==> config.mk <==
export PLATFORM = sky130hd
export DESIGN_NAME = frontend_top
export DESIGN_NICKNAME = d
export VERILOG_FILES = /design/src/design/decode_pkg.sv /design/src/design/isa_pkg.sv /design/src/design/frontend_top.sv /design/src/design/dispatch_stage.sv /design/src/design/decoder.sv /design/src/design/fetch_latch.sv
export SDC_FILE = /design/constraint.sdc
export NUM_CORES = 1
export LEC_CHECK = 0
export BUFFER_PORTS_ARGS = -buffer_cell sky130_fd_sc_hd__buf_2
export CORE_MARGIN = 2
export CORE_UTILIZATION = 30
export CTS_BUF_LIST = sky130_fd_sc_hd__clkbuf_16
export DETAILED_ROUTE_END_ITERATION = 8
export MAX_ROUTING_LAYER = met4
export SETUP_SLACK_MARGIN = 0.02
export SYNTH_ARGS = -nofsm -noshare
export SYNTH_HDL_FRONTEND = slang
export SYNTH_SLANG_ARGS = --single-unit
==> constraint.sdc <==
create_clock -name clock -period 6.65 [get_ports clock]
set_clock_uncertainty 0.15 [all_clocks]
set_input_delay 0.665 -clock clock [delete_from_list [all_inputs] [get_ports clock]]
set_output_delay 0.665 -clock clock [all_outputs]
set_load 0.01 [all_outputs]
==> src/design/decode_pkg.sv <==
package decode_pkg;

	// dispatch counter width
	localparam int count_w = 16;

	// target functional unit
	typedef enum logic [1:0] {
		fu_alu,
		fu_btu,
		fu_mult,
		fu_lsu
	} fu_t;

	// operation within the selected unit
	typedef enum logic [4:0] {
		alu_add,
		alu_sub,
		alu_slt,
		alu_sltu,
		alu_and,
		alu_or,
		alu_xor,
		alu_sll,
		alu_srl,
		alu_sra,
		// branch unit, jumps included
		btu_jal,
		btu_jalr,
		btu_beq,
		btu_bne,
		btu_blt,
		btu_bge,
		btu_bltu,
		btu_bgeu,
		// multiplier
		mult_mul,
		mult_mulh,
		mult_mulhsu,
		mult_mulhu
	} op_func_t;

endpackage

==> src/design/isa_pkg.sv <==
package isa_pkg;

	// datapath and register file geometry
	localparam int xlen      = 32;
	localparam int reg_idx_w = 5;

	// field positions inside a 32-bit instruction word
	localparam int rd_lsb  = 7;
	localparam int f3_lsb  = 12;
	localparam int rs1_lsb = 15;
	localparam int rs2_lsb = 20;
	localparam int f7_lsb  = 25;

	// major opcodes
	localparam logic [6:0] op_lui    = 7'b0110111;
	localparam logic [6:0] op_auipc  = 7'b0010111;
	localparam logic [6:0] op_jal    = 7'b1101111;
	localparam logic [6:0] op_jalr   = 7'b1100111;
	localparam logic [6:0] op_branch = 7'b1100011;
	localparam logic [6:0] op_load   = 7'b0000011;
	localparam logic [6:0] op_store  = 7'b0100011;
	localparam logic [6:0] op_imm    = 7'b0010011;
	localparam logic [6:0] op_reg    = 7'b0110011;
	localparam logic [6:0] op_system = 7'b1110011;

	// funct7 variants
	localparam logic [6:0] f7_base   = 7'b0000000;
	localparam logic [6:0] f7_alt    = 7'b0100000;
	localparam logic [6:0] f7_muldiv = 7'b0000001;

	// branch compare codes
	localparam logic [2:0] f3_beq  = 3'b000;
	localparam logic [2:0] f3_bne  = 3'b001;
	localparam logic [2:0] f3_blt  = 3'b100;
	localparam logic [2:0] f3_bge  = 3'b101;
	localparam logic [2:0] f3_bltu = 3'b110;
	localparam logic [2:0] f3_bgeu = 3'b111;
	localparam logic [2:0] f3_jalr = 3'b000;

	// alu codes, shared by register and immediate forms
	localparam logic [2:0] f3_add  = 3'b000;
	localparam logic [2:0] f3_sll  = 3'b001;
	localparam logic [2:0] f3_slt  = 3'b010;
	localparam logic [2:0] f3_sltu = 3'b011;
	localparam logic [2:0] f3_xor  = 3'b100;
	localparam logic [2:0] f3_sr   = 3'b101;
	localparam logic [2:0] f3_or   = 3'b110;
	localparam logic [2:0] f3_and  = 3'b111;

	// multiply codes under f7_muldiv
	localparam logic [2:0] f3_mul    = 3'b000;
	localparam logic [2:0] f3_mulh   = 3'b001;
	localparam logic [2:0] f3_mulhsu = 3'b010;
	localparam logic [2:0] f3_mulhu  = 3'b011;

	// memory access sizes, loads use all five and stores the first three
	localparam logic [2:0] f3_byte   = 3'b000;
	localparam logic [2:0] f3_half   = 3'b001;
	localparam logic [2:0] f3_word   = 3'b010;
	localparam logic [2:0] f3_byte_u = 3'b100;
	localparam logic [2:0] f3_half_u = 3'b101;

	// csr access codes
	localparam logic [2:0] f3_csrrw = 3'b001;
	localparam logic [2:0] f3_csrrs = 3'b010;
	localparam logic [2:0] f3_csrrc = 3'b011;

	localparam logic [xlen-1:0] inst_wfi = 32'h1050_0073;

	// sign-extended immediates per format
	function automatic logic [xlen-1:0] imm_i(input logic [xlen-1:0] w);
		imm_i = {{20{w[31]}}, w[31:20]};
	endfunction

	function automatic logic [xlen-1:0] imm_b(input logic [xlen-1:0] w);
		imm_b = {{19{w[31]}}, w[31], w[7], w[30:25], w[11:8], 1'b0};
	endfunction

	function automatic logic [xlen-1:0] imm_u(input logic [xlen-1:0] w);
		imm_u = {w[31:12], 12'b0};
	endfunction

	function automatic logic [xlen-1:0] imm_j(input logic [xlen-1:0] w);
		imm_j = {{11{w[31]}}, w[31], w[19:12], w[20], w[30:21], 1'b0};
	endfunction

endpackage
==> src/design/frontend_top.sv <==
`timescale 1ns/1ps

module frontend_top import isa_pkg::*, decode_pkg::*; (
	input  logic                 clock,
	input  logic                 reset,
	input  logic                 flush,
	input  logic                 in_valid,
	input  logic [xlen-1:0]      inst,
	input  logic [xlen-1:0]      in_pc,
	output logic                 issue_alu,
	output logic                 issue_btu,
	output logic                 issue_mult,
	output logic                 issue_lsu,
	output logic [xlen-1:0]      out_pc,
	output op_func_t             out_func,
	output logic [reg_idx_w-1:0] out_src1,
	output logic [reg_idx_w-1:0] out_src2,
	output logic [reg_idx_w-1:0] out_dest,
	output logic [xlen-1:0]      out_imm,
	output logic                 out_rs1_valid,
	output logic                 out_rs2_valid,
	output logic                 out_imm_valid,
	output logic                 out_pc_valid,
	output logic                 csr_op,
	output logic                 illegal,
	output logic                 halted,
	output logic [count_w-1:0]   dispatch_count
);

	// fetch latch to decoder
	logic            fl_valid;
	logic [xlen-1:0] fl_inst;
	logic [xlen-1:0] fl_pc;

	// decoder to dispatch
	logic                 dec_valid;
	fu_t                  dec_fu;
	op_func_t             dec_func;
	logic [reg_idx_w-1:0] dec_src1;
	logic [reg_idx_w-1:0] dec_src2;
	logic [reg_idx_w-1:0] dec_dest;
	logic [xlen-1:0]      dec_imm;
	logic                 dec_rs1_valid;
	logic                 dec_rs2_valid;
	logic                 dec_imm_valid;
	logic                 dec_pc_valid;
	logic [xlen-1:0]      dec_pc;
	logic                 dec_csr_op;
	logic                 dec_halt;
	logic                 dec_illegal;

	fetch_latch u_fetch_latch (
		.clock    (clock),
		.reset    (reset),
		.flush    (flush),
		.halted   (halted),
		.in_valid (in_valid),
		.inst     (inst),
		.in_pc    (in_pc),
		.fl_valid (fl_valid),
		.fl_inst  (fl_inst),
		.fl_pc    (fl_pc)
	);

	decoder u_decoder (
		.in_valid      (fl_valid),
		.inst          (fl_inst),
		.in_pc         (fl_pc),
		.dec_valid     (dec_valid),
		.dec_fu        (dec_fu),
		.dec_func      (dec_func),
		.dec_src1      (dec_src1),
		.dec_src2      (dec_src2),
		.dec_dest      (dec_dest),
		.dec_imm       (dec_imm),
		.dec_rs1_valid (dec_rs1_valid),
		.dec_rs2_valid (dec_rs2_valid),
		.dec_imm_valid (dec_imm_valid),
		.dec_pc_valid  (dec_pc_valid),
		.dec_pc        (dec_pc),
		.csr_op        (dec_csr_op),
		.halt          (dec_halt),
		.illegal       (dec_illegal)
	);

	dispatch_stage u_dispatch_stage (
		.clock          (clock),
		.reset          (reset),
		.flush          (flush),
		.dec_valid      (dec_valid),
		.dec_fu         (dec_fu),
		.dec_func       (dec_func),
		.dec_src1       (dec_src1),
		.dec_src2       (dec_src2),
		.dec_dest       (dec_dest),
		.dec_imm        (dec_imm),
		.dec_rs1_valid  (dec_rs1_valid),
		.dec_rs2_valid  (dec_rs2_valid),
		.dec_imm_valid  (dec_imm_valid),
		.dec_pc_valid   (dec_pc_valid),
		.dec_pc         (dec_pc),
		.dec_csr_op     (dec_csr_op),
		.dec_halt       (dec_halt),
		.dec_illegal    (dec_illegal),
		.issue_alu      (issue_alu),
		.issue_btu      (issue_btu),
		.issue_mult     (issue_mult),
		.issue_lsu      (issue_lsu),
		.out_pc         (out_pc),
		.out_func       (out_func),
		.out_src1       (out_src1),
		.out_src2       (out_src2),
		.out_dest       (out_dest),
		.out_imm        (out_imm),
		.out_rs1_valid  (out_rs1_valid),
		.out_rs2_valid  (out_rs2_valid),
		.out_imm_valid  (out_imm_valid),
		.out_pc_valid   (out_pc_valid),
		.csr_op         (csr_op),
		.illegal        (illegal),
		.halted         (halted),
		.dispatch_count (dispatch_count)
	);

endmodule

==> src/design/dispatch_stage.sv <==
`timescale 1ns/1ps

module dispatch_stage import isa_pkg::*, decode_pkg::*; (
	input  logic                 clock,
	input  logic                 reset,
	input  logic                 flush,
	input  logic                 dec_valid,
	input  fu_t                  dec_fu,
	input  op_func_t             dec_func,
	input  logic [reg_idx_w-1:0] dec_src1,
	input  logic [reg_idx_w-1:0] dec_src2,
	input  logic [reg_idx_w-1:0] dec_dest,
	input  logic [xlen-1:0]      dec_imm,
	input  logic                 dec_rs1_valid,
	input  logic                 dec_rs2_valid,
	input  logic                 dec_imm_valid,
	input  logic                 dec_pc_valid,
	input  logic [xlen-1:0]      dec_pc,
	input  logic                 dec_csr_op,
	input  logic                 dec_halt,
	input  logic                 dec_illegal,
	output logic                 issue_alu,
	output logic                 issue_btu,
	output logic                 issue_mult,
	output logic                 issue_lsu,
	output logic [xlen-1:0]      out_pc,
	output op_func_t             out_func,
	output logic [reg_idx_w-1:0] out_src1,
	output logic [reg_idx_w-1:0] out_src2,
	output logic [reg_idx_w-1:0] out_dest,
	output logic [xlen-1:0]      out_imm,
	output logic                 out_rs1_valid,
	output logic                 out_rs2_valid,
	output logic                 out_imm_valid,
	output logic                 out_pc_valid,
	output logic                 csr_op,
	output logic                 illegal,
	output logic                 halted,
	output logic [count_w-1:0]   dispatch_count
);

	logic take;
	logic issue_ok;

	// anything still arriving after halt or during flush is dropped
	assign take     = !halted && !flush;
	assign issue_ok = take && dec_valid && !dec_csr_op && !dec_halt;

	always_ff @(posedge clock) begin
		if (reset) begin
			issue_alu      <= 1'b0;
			issue_btu      <= 1'b0;
			issue_mult     <= 1'b0;
			issue_lsu      <= 1'b0;
			csr_op         <= 1'b0;
			illegal        <= 1'b0;
			halted         <= 1'b0;
			dispatch_count <= '0;
		end else begin
			issue_alu  <= issue_ok && dec_fu == fu_alu;
			issue_btu  <= issue_ok && dec_fu == fu_btu;
			issue_mult <= issue_ok && dec_fu == fu_mult;
			issue_lsu  <= issue_ok && dec_fu == fu_lsu;
			csr_op     <= take && dec_csr_op;
			illegal    <= take && dec_illegal;
			// sticky until reset, flush leaves it alone
			if (take && dec_halt) begin
				halted <= 1'b1;
			end
			if (issue_ok) begin
				dispatch_count <= dispatch_count + 1'b1;
			end
		end
	end

	// decoded fields, qualified by the strobes above
	always_ff @(posedge clock) begin
		out_pc        <= dec_pc;
		out_func      <= dec_func;
		out_src1      <= dec_src1;
		out_src2      <= dec_src2;
		out_dest      <= dec_dest;
		out_imm       <= dec_imm;
		out_rs1_valid <= dec_rs1_valid;
		out_rs2_valid <= dec_rs2_valid;
		out_imm_valid <= dec_imm_valid;
		out_pc_valid  <= dec_pc_valid;
	end

	assert property (@(posedge clock) disable iff (reset)
		$onehot0({issue_alu, issue_btu, issue_mult, issue_lsu}))
		else $error("more than one issue strobe active");

	// once halted, no strobe of any kind may leave the front end
	assert property (@(posedge clock) disable iff (reset)
		halted |-> !(issue_alu || issue_btu || issue_mult || issue_lsu || csr_op || illegal))
		else $error("pulse seen while halted");

endmodule

==> src/design/decoder.sv <==
`timescale 1ns/1ps

module decoder import isa_pkg::*, decode_pkg::*; (
	input  logic                 in_valid,
	input  logic [xlen-1:0]      inst,
	input  logic [xlen-1:0]      in_pc,
	output logic                 dec_valid,
	output fu_t                  dec_fu,
	output op_func_t             dec_func,
	output logic [reg_idx_w-1:0] dec_src1,
	output logic [reg_idx_w-1:0] dec_src2,
	output logic [reg_idx_w-1:0] dec_dest,
	output logic [xlen-1:0]      dec_imm,
	output logic                 dec_rs1_valid,
	output logic                 dec_rs2_valid,
	output logic                 dec_imm_valid,
	output logic                 dec_pc_valid,
	output logic [xlen-1:0]      dec_pc,
	output logic                 csr_op,
	output logic                 halt,
	output logic                 illegal
);

	logic [6:0]           opcode;
	logic [2:0]           funct3;
	logic [6:0]           funct7;
	logic [reg_idx_w-1:0] rs1;
	logic [reg_idx_w-1:0] rs2;
	logic [reg_idx_w-1:0] rd;

	// alt selects sub or sra for the two funct3 codes that have them
	function automatic op_func_t alu_op(input logic [2:0] f3, input logic alt);
		alu_op = alu_add;
		case (f3)
			f3_add:  alu_op = alt ? alu_sub : alu_add;
			f3_sll:  alu_op = alu_sll;
			f3_slt:  alu_op = alu_slt;
			f3_sltu: alu_op = alu_sltu;
			f3_xor:  alu_op = alu_xor;
			f3_sr:   alu_op = alt ? alu_sra : alu_srl;
			f3_or:   alu_op = alu_or;
			f3_and:  alu_op = alu_and;
		endcase
	endfunction

	assign opcode = inst[6:0];
	assign funct3 = inst[f3_lsb +: 3];
	assign funct7 = inst[f7_lsb +: 7];
	assign rs1    = inst[rs1_lsb +: reg_idx_w];
	assign rs2    = inst[rs2_lsb +: reg_idx_w];
	assign rd     = inst[rd_lsb +: reg_idx_w];

	// csr and wfi stay valid here, dispatch decides what to do with them
	assign dec_valid = in_valid & ~illegal;

	always_comb begin
		// noop defaults
		dec_fu        = fu_alu;
		dec_func      = alu_add;
		dec_src1      = '0;
		dec_src2      = '0;
		dec_dest      = '0;
		dec_imm       = '0;
		dec_rs1_valid = 1'b0;
		dec_rs2_valid = 1'b0;
		dec_imm_valid = 1'b0;
		dec_pc_valid  = 1'b0;
		dec_pc        = '0;
		csr_op        = 1'b0;
		halt          = 1'b0;
		illegal       = 1'b0;

		if (in_valid) begin
			dec_pc = in_pc;
			case (opcode)
				op_lui, op_auipc: begin
					dec_dest      = rd;
					dec_imm       = imm_u(inst);
					dec_imm_valid = 1'b1;
					dec_pc_valid  = (opcode == op_auipc);
				end
				op_jal: begin
					dec_fu        = fu_btu;
					dec_func      = btu_jal;
					dec_dest      = rd;
					dec_imm       = imm_j(inst);
					dec_imm_valid = 1'b1;
					dec_pc_valid  = 1'b1;
				end
				op_jalr: begin
					dec_fu        = fu_btu;
					dec_func      = btu_jalr;
					dec_src1      = rs1;
					dec_dest      = rd;
					dec_imm       = imm_i(inst);
					dec_rs1_valid = 1'b1;
					dec_imm_valid = 1'b1;
					dec_pc_valid  = 1'b1;
					illegal       = (funct3 != f3_jalr);
				end
				op_branch: begin
					dec_fu        = fu_btu;
					dec_src1      = rs1;
					dec_src2      = rs2;
					dec_imm       = imm_b(inst);
					dec_rs1_valid = 1'b1;
					dec_rs2_valid = 1'b1;
					dec_imm_valid = 1'b1;
					dec_pc_valid  = 1'b1;
					case (funct3)
						f3_beq:  dec_func = btu_beq;
						f3_bne:  dec_func = btu_bne;
						f3_blt:  dec_func = btu_blt;
						f3_bge:  dec_func = btu_bge;
						f3_bltu: dec_func = btu_bltu;
						f3_bgeu: dec_func = btu_bgeu;
						default: illegal = 1'b1;
					endcase
				end
				// memory ops only carry the unit tag for now
				op_load: begin
					dec_fu  = fu_lsu;
					illegal = !(funct3 inside {f3_byte, f3_half, f3_word, f3_byte_u, f3_half_u});
				end
				op_store: begin
					dec_fu  = fu_lsu;
					illegal = !(funct3 inside {f3_byte, f3_half, f3_word});
				end
				op_imm: begin
					dec_src1      = rs1;
					dec_dest      = rd;
					dec_imm       = imm_i(inst);
					dec_rs1_valid = 1'b1;
					dec_imm_valid = 1'b1;
					// only shifts look at the upper bits as funct7
					dec_func = alu_op(funct3, funct3 == f3_sr && funct7 == f7_alt);
					if (funct3 == f3_sll) begin
						illegal = (funct7 != f7_base);
					end else if (funct3 == f3_sr) begin
						illegal = !(funct7 inside {f7_base, f7_alt});
					end
				end
				op_reg: begin
					dec_src1      = rs1;
					dec_src2      = rs2;
					dec_dest      = rd;
					dec_rs1_valid = 1'b1;
					dec_rs2_valid = 1'b1;
					if (funct7 == f7_muldiv) begin
						dec_fu = fu_mult;
						case (funct3)
							f3_mul:    dec_func = mult_mul;
							f3_mulh:   dec_func = mult_mulh;
							f3_mulhsu: dec_func = mult_mulhsu;
							f3_mulhu:  dec_func = mult_mulhu;
							// no divider in this core
							default:   illegal = 1'b1;
						endcase
					end else if (funct7 == f7_base) begin
						dec_func = alu_op(funct3, 1'b0);
					end else if (funct7 == f7_alt && funct3 inside {f3_add, f3_sr}) begin
						dec_func = alu_op(funct3, 1'b1);
					end else begin
						illegal = 1'b1;
					end
				end
				op_system: begin
					if (inst == inst_wfi) begin
						halt = 1'b1;
					end else if (funct3 inside {f3_csrrw, f3_csrrs, f3_csrrc}) begin
						csr_op = 1'b1;
					end else begin
						illegal = 1'b1;
					end
				end
				default: illegal = 1'b1;
			endcase
		end
	end

endmodule

==> src/design/fetch_latch.sv <==
`timescale 1ns/1ps

module fetch_latch import isa_pkg::*; (
	input  logic            clock,
	input  logic            reset,
	input  logic            flush,
	input  logic            halted,
	input  logic            in_valid,
	input  logic [xlen-1:0] inst,
	input  logic [xlen-1:0] in_pc,
	output logic            fl_valid,
	output logic [xlen-1:0] fl_inst,
	output logic [xlen-1:0] fl_pc
);

	// valid bit, dropped on flush and refused once the core has halted
	always_ff @(posedge clock) begin
		if (reset || flush || halted) begin
			fl_valid <= 1'b0;
		end else begin
			fl_valid <= in_valid;
		end
	end

	// word and pc are simply sampled every cycle
	always_ff @(posedge clock) begin
		fl_inst <= inst;
		fl_pc   <= in_pc;
	end

	// halted comes from dispatch, so this ties the two stages together
	// nothing may be held here one cycle after halt was seen
	assert property (@(posedge clock) disable iff (reset)
		$past(halted) |-> !fl_valid)
		else $error("fetch latch holds an instruction after halt");

endmodule

==> metrics.yaml <==
cts:
  clkLatencyLatePin_ps: 420
  cts_hold_buf: 0
  cts_setup_buffers: 0
  htreeDepth: 4
  cts_max_path_buffers: 2
  cts.root.buffer_cell: "sky130_fd_sc_hd__clkbuf_16"
  cts_made_buffers: 17
  cts.clk_slew.worst_paths_ps: 70
  tritoncts: "built"
  ctsResizeCount: 0
  numClockSinks: 181
power:
  vdd_ir_drop_max_mv: 0.111
  power_leakage_nw: 3.34
  powerDensity_mw_per_mm2: 292
  power_mw: 2.18
floorplan:
  initial_utilization_pct: 30.8
  floorplan.io_pins: 179
  die_h_um: 143
  rows: 50
  floorplan_die_area_mm2: 0.0205
  coreArea_mm2: 0.0188
  chipWidth_um: 143
synthesis:
  async_reset_ff_share_pct: 0
  area_share_of_xor_xnor_cells_in_the_synthesized_design_pct: 0.453
  combinational_family_with_the_most_area_after_synthesis: "simple AND/OR/NAND/NOR gates"
  area_of_the_mapped_netlist_mm2: 0.00580
  postSynthRegisterBits: 181
  netlist-cell-type-count: 57
  seq_area_frac_synth_pct: 62.5
  synth_enable_flop_cells: 0
  synth-simple-area-share_pct: 21.6
  netlist.area_leader.share_pct: 62.5
  netlist_top_cells_area: "sky130_fd_sc_hd__dfxtp_1 (63%), sky130_fd_sc_hd__and2_1 (5.0%), sky130_fd_sc_hd__a21oi_1 (2.8%), sky130_fd_sc_hd__nand2_1 (2.7%), sky130_fd_sc_hd__nor2_1 (2.5%)"
  synthMuxAreaShare_pct: 2.46
  ys_warn_count: 0
  avgSynthCellArea_um2: 10.7
  synth_area_leader_cell: "sky130_fd_sc_hd__dfxtp_1"
  synth_fa_ha_area_share_pct: 1.51
  ys.flop_type: "sky130_fd_sc_hd__dfxtp_1"
  leading_cell_types_by_count_after_synthesis: "sky130_fd_sc_hd__dfxtp_1 (181), sky130_fd_sc_hd__and2_1 (46), sky130_fd_sc_hd__nand2_1 (41), sky130_fd_sc_hd__nor2_1 (38), sky130_fd_sc_hd__a21oi_1 (33)"
  synth_compound_area_share_pct: 8.18
  syn_inst: 544
  synthesized_nets: 619
  synth.most_common_cell: "sky130_fd_sc_hd__dfxtp_1"
layout:
  syn_to_final_growth_pct: 28.8
  layout-drive-gt1-share_pct: 32.2
  final_net_count: 790
critical_path:
  top_fanout_value_on_the_critical_path: 22
  criticalPathCategory: "reg2reg"
  endpoint_kind: "flip-flop"
  required_ps: 6810
  crit_slowest_cell: "sky130_fd_sc_hd__or4_1"
  path_cells: "or4_1 > o41ai_2 > nand3b_1 > nor4_1 > mux2_2"
  worst_setup_path_start_kind: "flip-flop"
  worstPathArrival_ps: 3340
  timing.critical_path.slowest_cell_delay_ps: 660
sta:
  tightest_slew_ps: 987
  max-slew-margin-rel_pct: 34.2
  max_clock_freq_mhz: 315
  final.setup.tns_ps: 0
  post-route-min-period_ps: 3180
  timing.final.hold_violations: 0
  final_min_period_over_clock_period_pct: 47.8
  setup_repair_after_global_routing_missed_its_margin: "no"
  report.final.slew_viol_count: 0
  finalSetupViolations: 0
  setup_slack_ps: 3470
routing:
  post_route_drc: 0
  antenna_left: 0
  wirelength_um: 14200
  average_detailed_routed_wire_length_per_instance_um: 14.4
  drt_pass1_iterations: 4
  vias_per_cell: 4.45
  dr_total_vias: 4395
  drtIter0Drc: 392
global_route:
  grt_antenna_before_repair: 0
  grt_max_degree: 34
  grt_pass1_wl_um: 21500
  vias_in_the_first_global_route: 4089
  grt_overflow: 0
  gr-usage-all-layers_pct: 14.2
run:
  max_cap_violations: 0
placement:
  finalWeightedCongestion: 0.862
  dpl.hpwl_um: 10400
  total_of_buffers_placed_on_input_and_output_ports: 178
  place_ws_ps: 3460
run_status:
  outcome: "completed"
min_path:
  min_path_type: "in2reg"
cell type report:
class	instances	area (um2)
well taps	260	325
flip-flops and latches	181	3620
inverters	12	45.0
diodes	1	2.50
multi-input cells	323	1990
clock buffers	17	425
repair buffers	180	906
fillers	1820	11400
clock inverters	14	149
where the power goes:
group | internal, mW | leakage, nW | switching, mW
Clock | 0.555 | 0.283 | 0.424
Sequential | 1.11 | 1.49 | 0.0212
Combinational | 0.0322 | 1.57 | 0.0356
Total | 1.70 | 3.34 | 0.481
critical path, delay by kind of cell (launching register included):
kind | cells | cell delay (ps)
AOI/OAI and AO/OA | 1 | 420
and+or+nand+nor | 3 | 1780
DFF | 1 | 350
muxes | 1 | 370
metrics by stage:
step           cells  cell area [um2]  utilization, %  hold WS, ps
2_1_floorplan    544             5800               -          262
5_1_grt          987             7460            39.6          169
3_5_place_dp     956             6890            36.6          269
4_1_cts          987             7460            39.6          168
3_3_place_gp     956             6890            36.6          265
6_report         988             7470            39.6          186
kinds of logic (layout without fill, tap and decap cells):
logic type,Yosys count,in the layout
DFF,181,181
adders and majority gates,7,7
other,0,1
muxes,13,13
buffers and inverters,40,223
xor gates and xnor gates,3,3
and+or+nand+nor,222,222
AOI/OAI and AO/OA,78,78
final timing paths:
path                                     start  slack (ps)                                               end  cells past startpoint
min                                    inst[7]         190                  u_fetch_latch.fl_inst[7]$_DFF_P_                      1
min reg2reg    u_fetch_latch.fl_pc[22]$_DFF_P_         280            u_dispatch_stage.out_pc[22]$_SDFF_PN0_                      1
max reg2reg  u_fetch_latch.fl_inst[31]$_DFF_P_        3470  u_dispatch_stage.dispatch_count[15]$_SDFFE_PP0P_                      5
max          u_fetch_latch.fl_inst[31]$_DFF_P_        3470  u_dispatch_stage.dispatch_count[15]$_SDFFE_PP0P_                      5
sequential cells by signal, indices dropped and copies added (netlist names), 5 cells and up, named ones only:
register                         cells
u_dispatch_stage.out_dest            5
u_dispatch_stage.out_src2            5
u_fetch_latch.fl_pc                 32
u_dispatch_stage.out_imm            32
u_fetch_latch.fl_inst               32
u_dispatch_stage.out_pc             32
u_dispatch_stage.out_src1            5
u_dispatch_stage.dispatch_count     16
u_dispatch_stage.out_func            5
per-layer routing:
layer / part of all wire (%) / vias to the layer above / global-route usage (%)
met3: 8.5 / 23 / 4.23
met2: 47 / 144 / 22.3
met5: 0 / - / -
met4: 2.0 / 0 / 6.04
li1: - / 2197 / -
met1: 43 / 2031 / 17.1
cells in the final DEF, fill, tap and decap left out, drive strengths merged, types with 5 or more instances in the layout:
| cell type | count |
|---|---|
| inv | 18 |
| nand2 | 41 |
| nor2 | 38 |
| nor2b | 13 |
| clkbuf | 17 |
| dfxtp | 181 |
| a21oi | 34 |
| o21ai | 17 |
| and3 | 12 |
| nand4 | 6 |
| ha | 7 |
| and2 | 47 |
| nand3 | 7 |
| buf | 180 |
| nor4 | 12 |
| or4 | 6 |
| o31ai | 5 |
| mux2 | 10 |
| nor3 | 11 |
| nand2b | 5 |
(Power assumes the default switching activity.)
